$ cat src/source/clockParams.svh
`ifndef CLOCK_PARAMS_SVH
`define CLOCK_PARAMS_SVH

// ------------------------------------------------------------
// digit limits
// ------------------------------------------------------------
`define TENS_MAX 4'd5 // minutes and seconds tens go 0..5
`define ONES_MAX 4'd9 // ones digits go 0..9

// ------------------------------------------------------------
// key codes, plain ascii
// ------------------------------------------------------------
`define KEY_LOAD_TIME 8'h6C // "l"
`define KEY_LOAD_ALARM 8'h61 // "a"
`define KEY_ARM 8'h40 // "@"
`define KEY_CR 8'h0D // carriage return

// upper nibble shared by "0".."9"
`define DIGIT_PREFIX 4'h3

// ------------------------------------------------------------
// segments
// ------------------------------------------------------------
// gfedcba, active high, so zero is dark
`define SEG_BLANK 7'b0000000

`endif

$ cat src/source/clockTimePkg.sv
package clockTimePkg;

    // one decimal digit in bcd
    typedef logic [3:0] bcdDigit;

    // mm:ss, most significant digit first
    typedef struct packed {
        bcdDigit minTens;
        bcdDigit minOnes;
        bcdDigit secTens;
        bcdDigit secOnes;
    } clockTime;

    // one write strobe per digit position
    typedef struct packed {
        logic minTens;
        logic minOnes;
        logic secTens;
        logic secOnes;
    } digitLoad;

    // segment bits g f e d c b a, active high
    typedef logic [6:0] segPattern;

    // one pattern per digit, laid out like clockTime
    typedef struct packed {
        segPattern minTens;
        segPattern minOnes;
        segPattern secTens;
        segPattern secOnes;
    } segDisplay;

endpackage

$ cat src/source/keyEntryPkg.sv
package keyEntryPkg;

    // digit view of a received byte
    typedef struct packed {
        logic [3:0]           prefix; // 4'h3 for "0".."9"
        clockTimePkg::bcdDigit value; // digit value when prefix matches
    } digitView;

    // same byte, read as a command char or as a digit
    typedef union packed {
        logic [7:0] code;
        digitView   digit;
    } rxByte;

    // decoded key, each flag already qualified by rxValid
    typedef struct packed {
        logic isDigit; // any of 0..9
        logic isTensDigit; // 0..5 only
        logic isLoadTime;
        logic isLoadAlarm;
        logic isArm;
        logic isCr;
    } keyClass;

    // each t*/a* state waits for the named digit
    typedef enum logic [3:0] {
        idle,
        tMinTens,
        tMinOnes,
        tSecTens,
        tSecOnes,
        tEnter, // all time digits in, waiting for cr
        aMinTens,
        aMinOnes,
        aSecTens,
        aSecOnes,
        aEnter // all alarm digits in, waiting for cr
    } entryState;

endpackage

$ cat src/source/keyEntryCtrl.sv
`timescale 1ns/10ps

`include "clockParams.svh"

module keyEntryCtrl (
    input  logic                   clk,
    input  logic                   rst,
    input  logic                   rxValid, // one cycle per received byte
    input  keyEntryPkg::rxByte     rxData,
    output clockTimePkg::digitLoad timeLoad,
    output clockTimePkg::digitLoad alarmLoad,
    output clockTimePkg::bcdDigit  loadDigit,
    output logic                   timeRun, // low while time entry is open
    output logic                   entering,
    output logic                   armToggle // pulse on accepted "@"
);
    import keyEntryPkg::*;

    entryState state;
    entryState nextState;
    keyClass   kc;

    // ------------------------------------------------------------
    // key classification, both views of the byte
    // ------------------------------------------------------------
    always_comb
    begin
        kc.isDigit = rxValid && (rxData.digit.prefix == `DIGIT_PREFIX)
                     && (rxData.digit.value <= `ONES_MAX);
        kc.isTensDigit = kc.isDigit && (rxData.digit.value <= `TENS_MAX);
        kc.isLoadTime = rxValid && (rxData.code == `KEY_LOAD_TIME);
        kc.isLoadAlarm = rxValid && (rxData.code == `KEY_LOAD_ALARM);
        kc.isArm = rxValid && (rxData.code == `KEY_ARM);
        kc.isCr = rxValid && (rxData.code == `KEY_CR);
    end

    assign loadDigit = rxData.digit.value; // only sampled under a load strobe

    // ------------------------------------------------------------
    // entry sequence, strobes in the same cycle as the key
    // ------------------------------------------------------------
    always_comb
    begin
        nextState = state; // bad keys leave the state alone
        timeLoad = '0;
        alarmLoad = '0;
        armToggle = 1'b0;
        case (state)
            idle:
            begin
                if (kc.isLoadTime)
                    nextState = tMinTens;
                else if (kc.isLoadAlarm)
                    nextState = aMinTens;
                armToggle = kc.isArm; // "@" counts only here
            end
            tMinTens:
            begin
                timeLoad.minTens = kc.isTensDigit;
                if (kc.isTensDigit)
                    nextState = tMinOnes;
            end
            tMinOnes:
            begin
                timeLoad.minOnes = kc.isDigit;
                if (kc.isDigit)
                    nextState = tSecTens;
            end
            tSecTens:
            begin
                timeLoad.secTens = kc.isTensDigit;
                if (kc.isTensDigit)
                    nextState = tSecOnes;
            end
            tSecOnes:
            begin
                timeLoad.secOnes = kc.isDigit;
                if (kc.isDigit)
                    nextState = tEnter;
            end
            aMinTens:
            begin
                alarmLoad.minTens = kc.isTensDigit;
                if (kc.isTensDigit)
                    nextState = aMinOnes;
            end
            aMinOnes:
            begin
                alarmLoad.minOnes = kc.isDigit;
                if (kc.isDigit)
                    nextState = aSecTens;
            end
            aSecTens:
            begin
                alarmLoad.secTens = kc.isTensDigit;
                if (kc.isTensDigit)
                    nextState = aSecOnes;
            end
            aSecOnes:
            begin
                alarmLoad.secOnes = kc.isDigit;
                if (kc.isDigit)
                    nextState = aEnter;
            end
            tEnter, aEnter:
            begin
                if (kc.isCr)
                    nextState = idle; // entry closes here
            end
            default: nextState = idle; // unused codes recover
        endcase
    end

    always_ff @(posedge clk)
    begin
        if (rst)
            state <= idle;
        else
            state <= nextState;
    end

    // clock is held from "l" until its cr
    assign timeRun = !(state inside {tMinTens, tMinOnes, tSecTens, tSecOnes, tEnter});
    assign entering = (state != idle);

endmodule

$ cat src/source/timeKeeper.sv
`timescale 1ns/10ps

`include "clockParams.svh"

module timeKeeper (
    input  logic                   clk,
    input  logic                   rst,
    input  logic                   secStrobe, // one cycle, once a second
    input  logic                   timeRun,
    input  clockTimePkg::digitLoad timeLoad,
    input  clockTimePkg::bcdDigit  loadDigit,
    output clockTimePkg::clockTime curTime
);
    import clockTimePkg::*;

    logic     tick;
    digitLoad inc; // per-digit count enable

    // next count value, wrapping to 0 past the limit
    function automatic bcdDigit stepDigit(input bcdDigit cur, input bcdDigit limit);
        stepDigit = (cur >= limit) ? 4'd0 : cur + 4'd1;
    endfunction

    // ------------------------------------------------------------
    // carry chain, secOnes up to minTens
    // ------------------------------------------------------------
    assign tick = secStrobe && timeRun;
    assign inc.secOnes = tick;
    assign inc.secTens = inc.secOnes && (curTime.secOnes >= `ONES_MAX);
    assign inc.minOnes = inc.secTens && (curTime.secTens >= `TENS_MAX);
    assign inc.minTens = inc.minOnes && (curTime.minOnes >= `ONES_MAX); // 59:59 -> 00:00

    // loads win over counting
    always_ff @(posedge clk)
    begin
        if (rst)
        begin
            curTime <= '0;
        end
        else
        begin
            if (timeLoad.minTens)
                curTime.minTens <= loadDigit;
            else if (inc.minTens)
                curTime.minTens <= stepDigit(curTime.minTens, `TENS_MAX);
            if (timeLoad.minOnes)
                curTime.minOnes <= loadDigit;
            else if (inc.minOnes)
                curTime.minOnes <= stepDigit(curTime.minOnes, `ONES_MAX);
            if (timeLoad.secTens)
                curTime.secTens <= loadDigit;
            else if (inc.secTens)
                curTime.secTens <= stepDigit(curTime.secTens, `TENS_MAX);
            if (timeLoad.secOnes)
                curTime.secOnes <= loadDigit;
            else if (inc.secOnes)
                curTime.secOnes <= stepDigit(curTime.secOnes, `ONES_MAX);
        end
    end

endmodule

$ cat src/source/alarmKeeper.sv
`timescale 1ns/10ps

module alarmKeeper (
    input  logic                   clk,
    input  logic                   rst,
    input  logic                   armToggle, // "@" accepted in idle
    input  clockTimePkg::digitLoad alarmLoad,
    input  clockTimePkg::bcdDigit  loadDigit,
    output clockTimePkg::clockTime alarmTime,
    output logic                   armed
);

    // ------------------------------------------------------------
    // alarm digits, one write strobe each
    // ------------------------------------------------------------
    always_ff @(posedge clk)
    begin
        if (rst)
        begin
            alarmTime <= '0; // alarm starts at 00:00
        end
        else
        begin
            if (alarmLoad.minTens)
                alarmTime.minTens <= loadDigit;
            if (alarmLoad.minOnes)
                alarmTime.minOnes <= loadDigit;
            if (alarmLoad.secTens)
                alarmTime.secTens <= loadDigit;
            if (alarmLoad.secOnes)
                alarmTime.secOnes <= loadDigit;
        end
    end

    // armed flag flips on every "@"
    always_ff @(posedge clk)
    begin
        if (rst)
            armed <= 1'b0;
        else if (armToggle)
            armed <= !armed;
    end

endmodule

$ cat src/source/segmentDecoder.sv
`timescale 1ns/10ps

`include "clockParams.svh"

module segmentDecoder (
    input  clockTimePkg::bcdDigit   digit,
    input  logic                    enable, // low forces the digit dark
    output clockTimePkg::segPattern pattern
);

    always_comb
    begin
        if (!enable)
            pattern = `SEG_BLANK;
        else
        begin
            case (digit) // gfedcba
                4'd0: pattern = 7'b0111111;
                4'd1: pattern = 7'b0000110;
                4'd2: pattern = 7'b1011011;
                4'd3: pattern = 7'b1001111;
                4'd4: pattern = 7'b1100110;
                4'd5: pattern = 7'b1101101;
                4'd6: pattern = 7'b1111101;
                4'd7: pattern = 7'b0000111;
                4'd8: pattern = 7'b1111111;
                4'd9: pattern = 7'b1101111;
                default: pattern = `SEG_BLANK; // codes 10..15 stay dark
            endcase
        end
    end

endmodule

$ cat src/source/clockDisplay.sv
`timescale 1ns/10ps

module clockDisplay (
    input  logic                    clk,
    input  logic                    rst,
    input  logic                    armed,
    input  logic                    armToggle,
    input  logic                    entering, // blank while keys are being typed
    input  clockTimePkg::clockTime  curTime,
    input  clockTimePkg::clockTime  alarmTime,
    output clockTimePkg::segDisplay segments,
    output logic                    triggered
);
    import clockTimePkg::*;

    logic      match;
    clockTime  shown; // digits picked for the display
    segDisplay segNext;

    // ------------------------------------------------------------
    // alarm match and trigger
    // ------------------------------------------------------------
    assign match = (alarmTime == curTime);

    always_ff @(posedge clk)
    begin
        if (rst)
            triggered <= 1'b0;
        else if (armToggle)
            triggered <= 1'b0; // "@" silences and disarms together
        else if (armed && match)
            triggered <= 1'b1;
    end

    // ------------------------------------------------------------
    // digit select, decode, register
    // ------------------------------------------------------------
    assign shown = triggered ? alarmTime : curTime;

    segmentDecoder decMinTens (.digit(shown.minTens), .enable(!entering),
                               .pattern(segNext.minTens));
    segmentDecoder decMinOnes (.digit(shown.minOnes), .enable(!entering),
                               .pattern(segNext.minOnes));
    segmentDecoder decSecTens (.digit(shown.secTens), .enable(!entering),
                               .pattern(segNext.secTens));
    segmentDecoder decSecOnes (.digit(shown.secOnes), .enable(!entering),
                               .pattern(segNext.secOnes));

    always_ff @(posedge clk)
    begin
        segments <= segNext; // one cycle behind the digits
    end

endmodule

$ cat src/source/alarmClockTop.sv
`timescale 1ns/10ps

module alarmClockTop (
    input  logic                    clk,
    input  logic                    rst,
    input  logic                    rxValid, // byte strobe from the uart receiver
    input  logic                    secStrobe, // one pulse per second
    input  keyEntryPkg::rxByte      rxData,
    output clockTimePkg::clockTime  curTime,
    output clockTimePkg::clockTime  alarmTime,
    output logic                    armed,
    output logic                    triggered,
    output clockTimePkg::segDisplay segments
);
    import clockTimePkg::*;

    digitLoad timeLoad;
    digitLoad alarmLoad;
    bcdDigit  loadDigit; // shared by both keepers
    logic     timeRun;
    logic     entering;
    logic     armToggle;

    // ------------------------------------------------------------
    // key entry feeds time and alarm side by side
    // ------------------------------------------------------------
    keyEntryCtrl entry (
        .clk(clk), .rst(rst), .rxValid(rxValid), .rxData(rxData),
        .timeLoad(timeLoad), .alarmLoad(alarmLoad), .loadDigit(loadDigit),
        .timeRun(timeRun), .entering(entering), .armToggle(armToggle)
    );

    timeKeeper timeKeep (
        .clk(clk), .rst(rst), .secStrobe(secStrobe), .timeRun(timeRun),
        .timeLoad(timeLoad), .loadDigit(loadDigit), .curTime(curTime)
    );

    alarmKeeper alarmKeep (
        .clk(clk), .rst(rst), .armToggle(armToggle), .alarmLoad(alarmLoad),
        .loadDigit(loadDigit), .alarmTime(alarmTime), .armed(armed)
    );

    // match, trigger and segments
    clockDisplay display (
        .clk(clk), .rst(rst), .armed(armed), .armToggle(armToggle),
        .entering(entering), .curTime(curTime), .alarmTime(alarmTime),
        .segments(segments), .triggered(triggered)
    );

endmodule

$ cat config.mk
export PLATFORM = sky130hd
export DESIGN_NAME = alarmClockTop
export DESIGN_NICKNAME = d
export VERILOG_FILES = /design/src/source/clockTimePkg.sv /design/src/source/keyEntryPkg.sv /design/src/source/keyEntryCtrl.sv /design/src/source/timeKeeper.sv /design/src/source/alarmKeeper.sv /design/src/source/segmentDecoder.sv /design/src/source/clockDisplay.sv /design/src/source/alarmClockTop.sv
export VERILOG_INCLUDE_DIRS = /design/src /design/src/source
export SDC_FILE = /design/constraint.sdc
export NUM_CORES = 1
export LEC_CHECK = 0
export ABC_AREA = 1
export ABC_CLOCK_PERIOD_IN_PS = 1600
export BUFFER_PORTS_ARGS = -buffer_cell sky130_fd_sc_hd__buf_4
export CAP_MARGIN = 15
export CELL_PAD_IN_SITES_DETAIL_PLACEMENT = 1
export CELL_PAD_IN_SITES_GLOBAL_PLACEMENT = 2
export CORE_ASPECT_RATIO = 1.25
export CORE_MARGIN = 2
export CORE_UTILIZATION = 28
export DETAILED_ROUTE_END_ITERATION = 12
export GPL_TIMING_DRIVEN = 0
export PLACE_DENSITY = 0.76
export SKIP_LAST_GASP = 1
export SYNTH_ARGS = -nofsm -noshare
export SYNTH_HDL_FRONTEND = slang
export SYNTH_SLANG_ARGS = --single-unit
$ cat constraint.sdc
create_clock -name clk -period 1.6 [get_ports clk]
set_input_delay 0.16 -clock clk [delete_from_list [all_inputs] [get_ports clk]]
set_output_delay 0.16 -clock clk [all_outputs]
set_load 0.02 [all_outputs]
==> run_results.csv <==
group,metric,value,unit
placement,place.detailed.instances,844,
min_path,hold_end,"timeKeep.curTime[0]",
cts,root_buf_cell,"sky130_fd_sc_hd__clkbuf_16",
logic_synthesis,synth-adder-area-share,11.0,%
floorplanning,design.die.area,15600,sq um
route,routed-via-count,4237,
run,maxCapViolCount,0,
logic_synthesis,postSynthRegisterBits,66,
critical_path,startpoint_of_the_lowest_slack_register_to_register_path,"timeKeep.curTime[9]",
floorplanning,vertical_die_dimension,139,um
critical_path,worstPathMaxFanout,5,
final_layout,n_fill_cell,1800,
logic_synthesis,synthesis.nets,644,
timing,finalSetupViolCount,0,
logic_synthesis,syn_area_per_cell,6.86,sq um
critical_path,crit_required,1870,ps
cts,cts_inserted_buffers,9,
cts,tritoncts,"built",
cts,tritoncts_num_sinks,66,
floorplanning,initial_utilization,28.5,%
timing,max_freq,652,MHz
route,drt_iter0_drc,143,
route,post_drt_wl_per_cell,15.8,um
route,firstDrtPassIters,4,
cts,clock_latency,340,ps
min_path,timing.hold.worst.class,"in2reg",
timing,grt_setup_unrepaired,"true",
logic_synthesis,yosys-top-cells-area,"sky130_fd_sc_hd__dfxtp_1, sky130_fd_sc_hd__ha_1, sky130_fd_sc_hd__nand2_1, sky130_fd_sc_hd__o21ai_0, sky130_fd_sc_hd__a21oi_1",
logic_synthesis,share_of_the_synthesized_area_in_compound_gates_ao_oa_aoi_oai,19.0,%
global_route,grt_max_degree,13,
timing,drv_slew,0,
final_layout,post_layout_nonfiller_instances,883,
min_path,launch_point_of_the_worst_hold_path,"rst",
critical_path,setup.worst_path.start_class,"register",
status,outcome,"finished, final reports clean",
floorplanning,rows,49,
critical_path,worst_reg2reg_path_length_in_cells,9,
placement,gp_congestion,0.837,
floorplanning,die_x,112,um
final_layout,fin_util,39.9,%
route,drt_drc_violations_left,0,
timing,final.setup.worst_slack,65.1,ps
floorplanning,core_region_area,14300,sq um
power_and_ir_drop,clock_power_share,30.0,%
critical_path,critPathCaptureType,"register",
cts,clock_tree.htree_level_count,3,
power_and_ir_drop,max-vdd-ir-drop,761,uV
power_and_ir_drop,pwr_density_cell,1290,nW/um^2
floorplanning,floorplan.io_pins,74,
cts,cts.reportedPaths.clkPinSlew,60,ps
route,antenna_left,0,
critical_path,cp.arrival,1800,ps
critical_path,worstReg2RegEnd,"timeKeep.curTime[11]",
logic_synthesis,yosysUniqueCellTypes,34,
final_layout,seq_area,1370,sq um
route,postRouteWirelength,13.9,mm
timing,final_worst_path_cycle_share,95.9,%
global_route,track_usage,17.7,%
logic_synthesis,synthesis.instances,596,
timing,finalWorstPathRequiredPeriod,1530,ps
logic_synthesis,synth_sequential_area_ratio,32.3,%
power_and_ir_drop,switching_share,37.3,%
timing,final-hold-violation-count,0,
power_and_ir_drop,total_leakage_power,2.62,nW
final_layout,antenna_cells_inserted,0,
global_route,grt_antenna_before_repair,0,
final_layout,area_used_by_multi_input_combinational_logic,2600,sq um
timing,worst-slew-pin-transition,592,ps
cts,cts_buffer_depth,2,
power_and_ir_drop,share_comb_of_total_power,39.9,%
logic_synthesis,synth_simple_gate_area_share,25.9,%
logic_synthesis,synth_area_leader_cell,"sky130_fd_sc_hd__dfxtp_1",
global_route,grt-ovfl-total,0,
critical_path,timing.setup.critical_path_class,"reg2reg",
logic_synthesis,mux_cell_area_share_after_synthesis,0,%
critical_path,ff2ff_setup_slack,70,ps
logic_synthesis,netlist_area,4090,sq um
final_layout,total_nets_final,748,
logic_synthesis,synth_top_cell_area_share,32.3,%
placement,io_buffers,70,
timing,timing.clock.skew,4.63,ps
power_and_ir_drop,seqPwrFrac,30.1,%
logic_synthesis,synth.yosys.warnings,0,
route,avgViaCountPerCell,4.80,
min_path,hold_path_depth,2,
placement,pre_cts_worst_setup_slack,-294,ps
logic_synthesis,synth_xor_xnor_area_share,1.71,%
final_layout,area_growth,40.2,%
final_layout,layout_cell_share_with_drive_strength_beyond_1,31.2,%
timing,max_slew_margin,60.5,%
power_and_ir_drop,p_switching,2.76,mW
logic_synthesis,largest_family_of_logic_cells_by_synthesized_area,"simple AND/OR/NAND/NOR gates",
global_route,global_route_wire_length_before_repair,21.9,mm
global_route,grt_pass1_vias,4342,
placement,hpwl,10.6,mm
power_and_ir_drop,power_report.internal_total,4.63,mW
[layer usage]
metal | GRT usage [%] | up-vias | share of wire, %
met5 | 0 | - | 0
met1 | 19.8 | 2024 | 41
li1 | - | 2140 | -
met2 | 34.0 | 57 | 55
met3 | 2.49 | 16 | 2.8
met4 | 5.78 | 0 | 1.7
[placed cells by master, fill, tap and decap left out, types with 5 or more instances in the layout]
cell type / n
sky130_fd_sc_hd__o21ai_2: 5
sky130_fd_sc_hd__nand2_1: 105
sky130_fd_sc_hd__inv_2: 20
sky130_fd_sc_hd__a21oi_1: 60
sky130_fd_sc_hd__nor2_2: 9
sky130_fd_sc_hd__nor2_1: 42
sky130_fd_sc_hd__ha_1: 34
sky130_fd_sc_hd__nand3_1: 38
sky130_fd_sc_hd__o21ai_0: 47
sky130_fd_sc_hd__buf_2: 8
sky130_fd_sc_hd__dfxtp_4: 12
sky130_fd_sc_hd__xor2_1: 5
sky130_fd_sc_hd__nor2_4: 9
sky130_fd_sc_hd__nand2_2: 13
sky130_fd_sc_hd__buf_4: 87
sky130_fd_sc_hd__dfxtp_1: 52
sky130_fd_sc_hd__o21ai_1: 11
sky130_fd_sc_hd__o21ai_4: 8
sky130_fd_sc_hd__inv_1: 61
sky130_fd_sc_hd__buf_6: 6
sky130_fd_sc_hd__nand4_1: 7
sky130_fd_sc_hd__clkbuf_16: 10
[sequential cells by signal, summed over array words and instances, names as in the netlist]
name	count
display.segments	28
display.triggered	1
timeKeep.curTime	16
alarmKeep.alarmTime	16
entry.state	4
alarmKeep.armed	1
[per-stage QoR]
stage / instance area (sq um) / hold WS (ps) / total power [mW] / setup TNS [ps]
2_1_floorplan: 4090 / 222 / 3.84 / -13.9
3_3_place_gp: 4840 / 391 / 4.70 / -6540
3_5_place_dp: 4840 / 399 / 4.80 / -8530
4_1_cts: 5420 / 40.0 / 7.13 / -37.3
5_1_grt: 5730 / 43.5 / 7.84 / -190
6_report: 5730 / 34.8 / 7.39 / 0
[Yosys cell counts]
| cell | count |
|---|---|
| sky130_fd_sc_hd__nor3_2 | 1 |
| sky130_fd_sc_hd__nand4_1 | 7 |
| sky130_fd_sc_hd__dfxtp_1 | 66 |
| sky130_fd_sc_hd__a22oi_1 | 1 |
| sky130_fd_sc_hd__buf_4 | 1 |
| sky130_fd_sc_hd__nand4_2 | 1 |
| sky130_fd_sc_hd__nor2_1 | 51 |
| sky130_fd_sc_hd__nor2_2 | 4 |
| sky130_fd_sc_hd__nand2_2 | 7 |
| sky130_fd_sc_hd__a21oi_1 | 64 |
| sky130_fd_sc_hd__o2111ai_1 | 1 |
| sky130_fd_sc_hd__o21bai_2 | 1 |
| sky130_fd_sc_hd__nor2_8 | 1 |
| sky130_fd_sc_hd__xnor2_1 | 3 |
| sky130_fd_sc_hd__buf_6 | 1 |
| sky130_fd_sc_hd__nor2_4 | 5 |
| sky130_fd_sc_hd__nor3_1 | 3 |
| sky130_fd_sc_hd__nand3_1 | 38 |
| sky130_fd_sc_hd__o22ai_1 | 3 |
| sky130_fd_sc_hd__ha_1 | 36 |
| sky130_fd_sc_hd__nand2_1 | 115 |
| sky130_fd_sc_hd__buf_2 | 10 |
| sky130_fd_sc_hd__o21ai_0 | 66 |
| sky130_fd_sc_hd__o21ai_2 | 4 |
| sky130_fd_sc_hd__o21bai_1 | 1 |
| sky130_fd_sc_hd__inv_2 | 10 |
| sky130_fd_sc_hd__clkbuf_1 | 6 |
| sky130_fd_sc_hd__and2_1 | 1 |
| sky130_fd_sc_hd__xor2_1 | 5 |
| sky130_fd_sc_hd__o21ai_1 | 1 |
| sky130_fd_sc_hd__inv_1 | 75 |
| sky130_fd_sc_hd__a31oi_1 | 4 |
| sky130_fd_sc_hd__o211ai_1 | 1 |
| sky130_fd_sc_hd__nor4_1 | 2 |
[power by group through the flow]
stage | clock (mW) | sequential, mW | combinational [mW]
detailed placement | 0 | 2.25 | 2.55
global route | 2.35 | 2.27 | 3.22
global placement | 0 | 2.21 | 2.49
floorplan | 0 | 2.64 | 1.19
CTS | 2.25 | 2.19 | 2.68
finish | 2.22 | 2.22 | 2.95
[worst max-delay path, cell delays in order (launching register included)]
cell                      delay [ps]
sky130_fd_sc_hd__dfxtp_4         380
sky130_fd_sc_hd__inv_1            70
sky130_fd_sc_hd__ha_1            180
sky130_fd_sc_hd__inv_1            90
sky130_fd_sc_hd__nand3_1          80
sky130_fd_sc_hd__o21ai_0         180
sky130_fd_sc_hd__o21ai_0         130
sky130_fd_sc_hd__o21ai_0         170
sky130_fd_sc_hd__nand2_1          70
sky130_fd_sc_hd__a21oi_1         120
[worst max path at each step]
stage                         from              endpoint  cells after the start
3_3_place_gp   timeKeep.curTime[0]  timeKeep.curTime[14]                      9
6_report       timeKeep.curTime[9]  timeKeep.curTime[11]                      9
5_1_grt        timeKeep.curTime[9]  timeKeep.curTime[11]                      9
3_5_place_dp   timeKeep.curTime[9]  display.segments[19]                      6
4_1_cts             entry.state[2]  timeKeep.curTime[14]                      9
2_1_floorplan  timeKeep.curTime[9]  display.segments[17]                      6
[final cells by class]
cell class	instances	area share, %
Buffer	18	2.34
Clock buffer	10	4.17
Clock inverter	6	1.57
Inverter	85	5.74
Multi-Input combinational cell	427	45.4
Sequential cell	66	23.9
Tap cell	178	3.89
Timing Repair Buffer	93	13.0
[cell families (layout without fill, tap and decap cells)]
kind of cell | Yosys count | in the layout
adder cells (fa/ha/maj) | 36 | 36
AND/OR/NAND/NOR | 236 | 236
XOR/XNOR | 8 | 8
flip-flops | 66 | 66
buffers and inverters | 103 | 212
AO/OA/AOI/OAI | 147 | 147
[what timing repair did]
item	in CTS	in global routing
gates resized for setup	44	78
setup endpoints to repair	45	36
pin swaps	9	25
cloned	0	1
hold buffers	0	0
setup buffers	14	9
No activity file was read; power rests on OpenSTA's default activity.
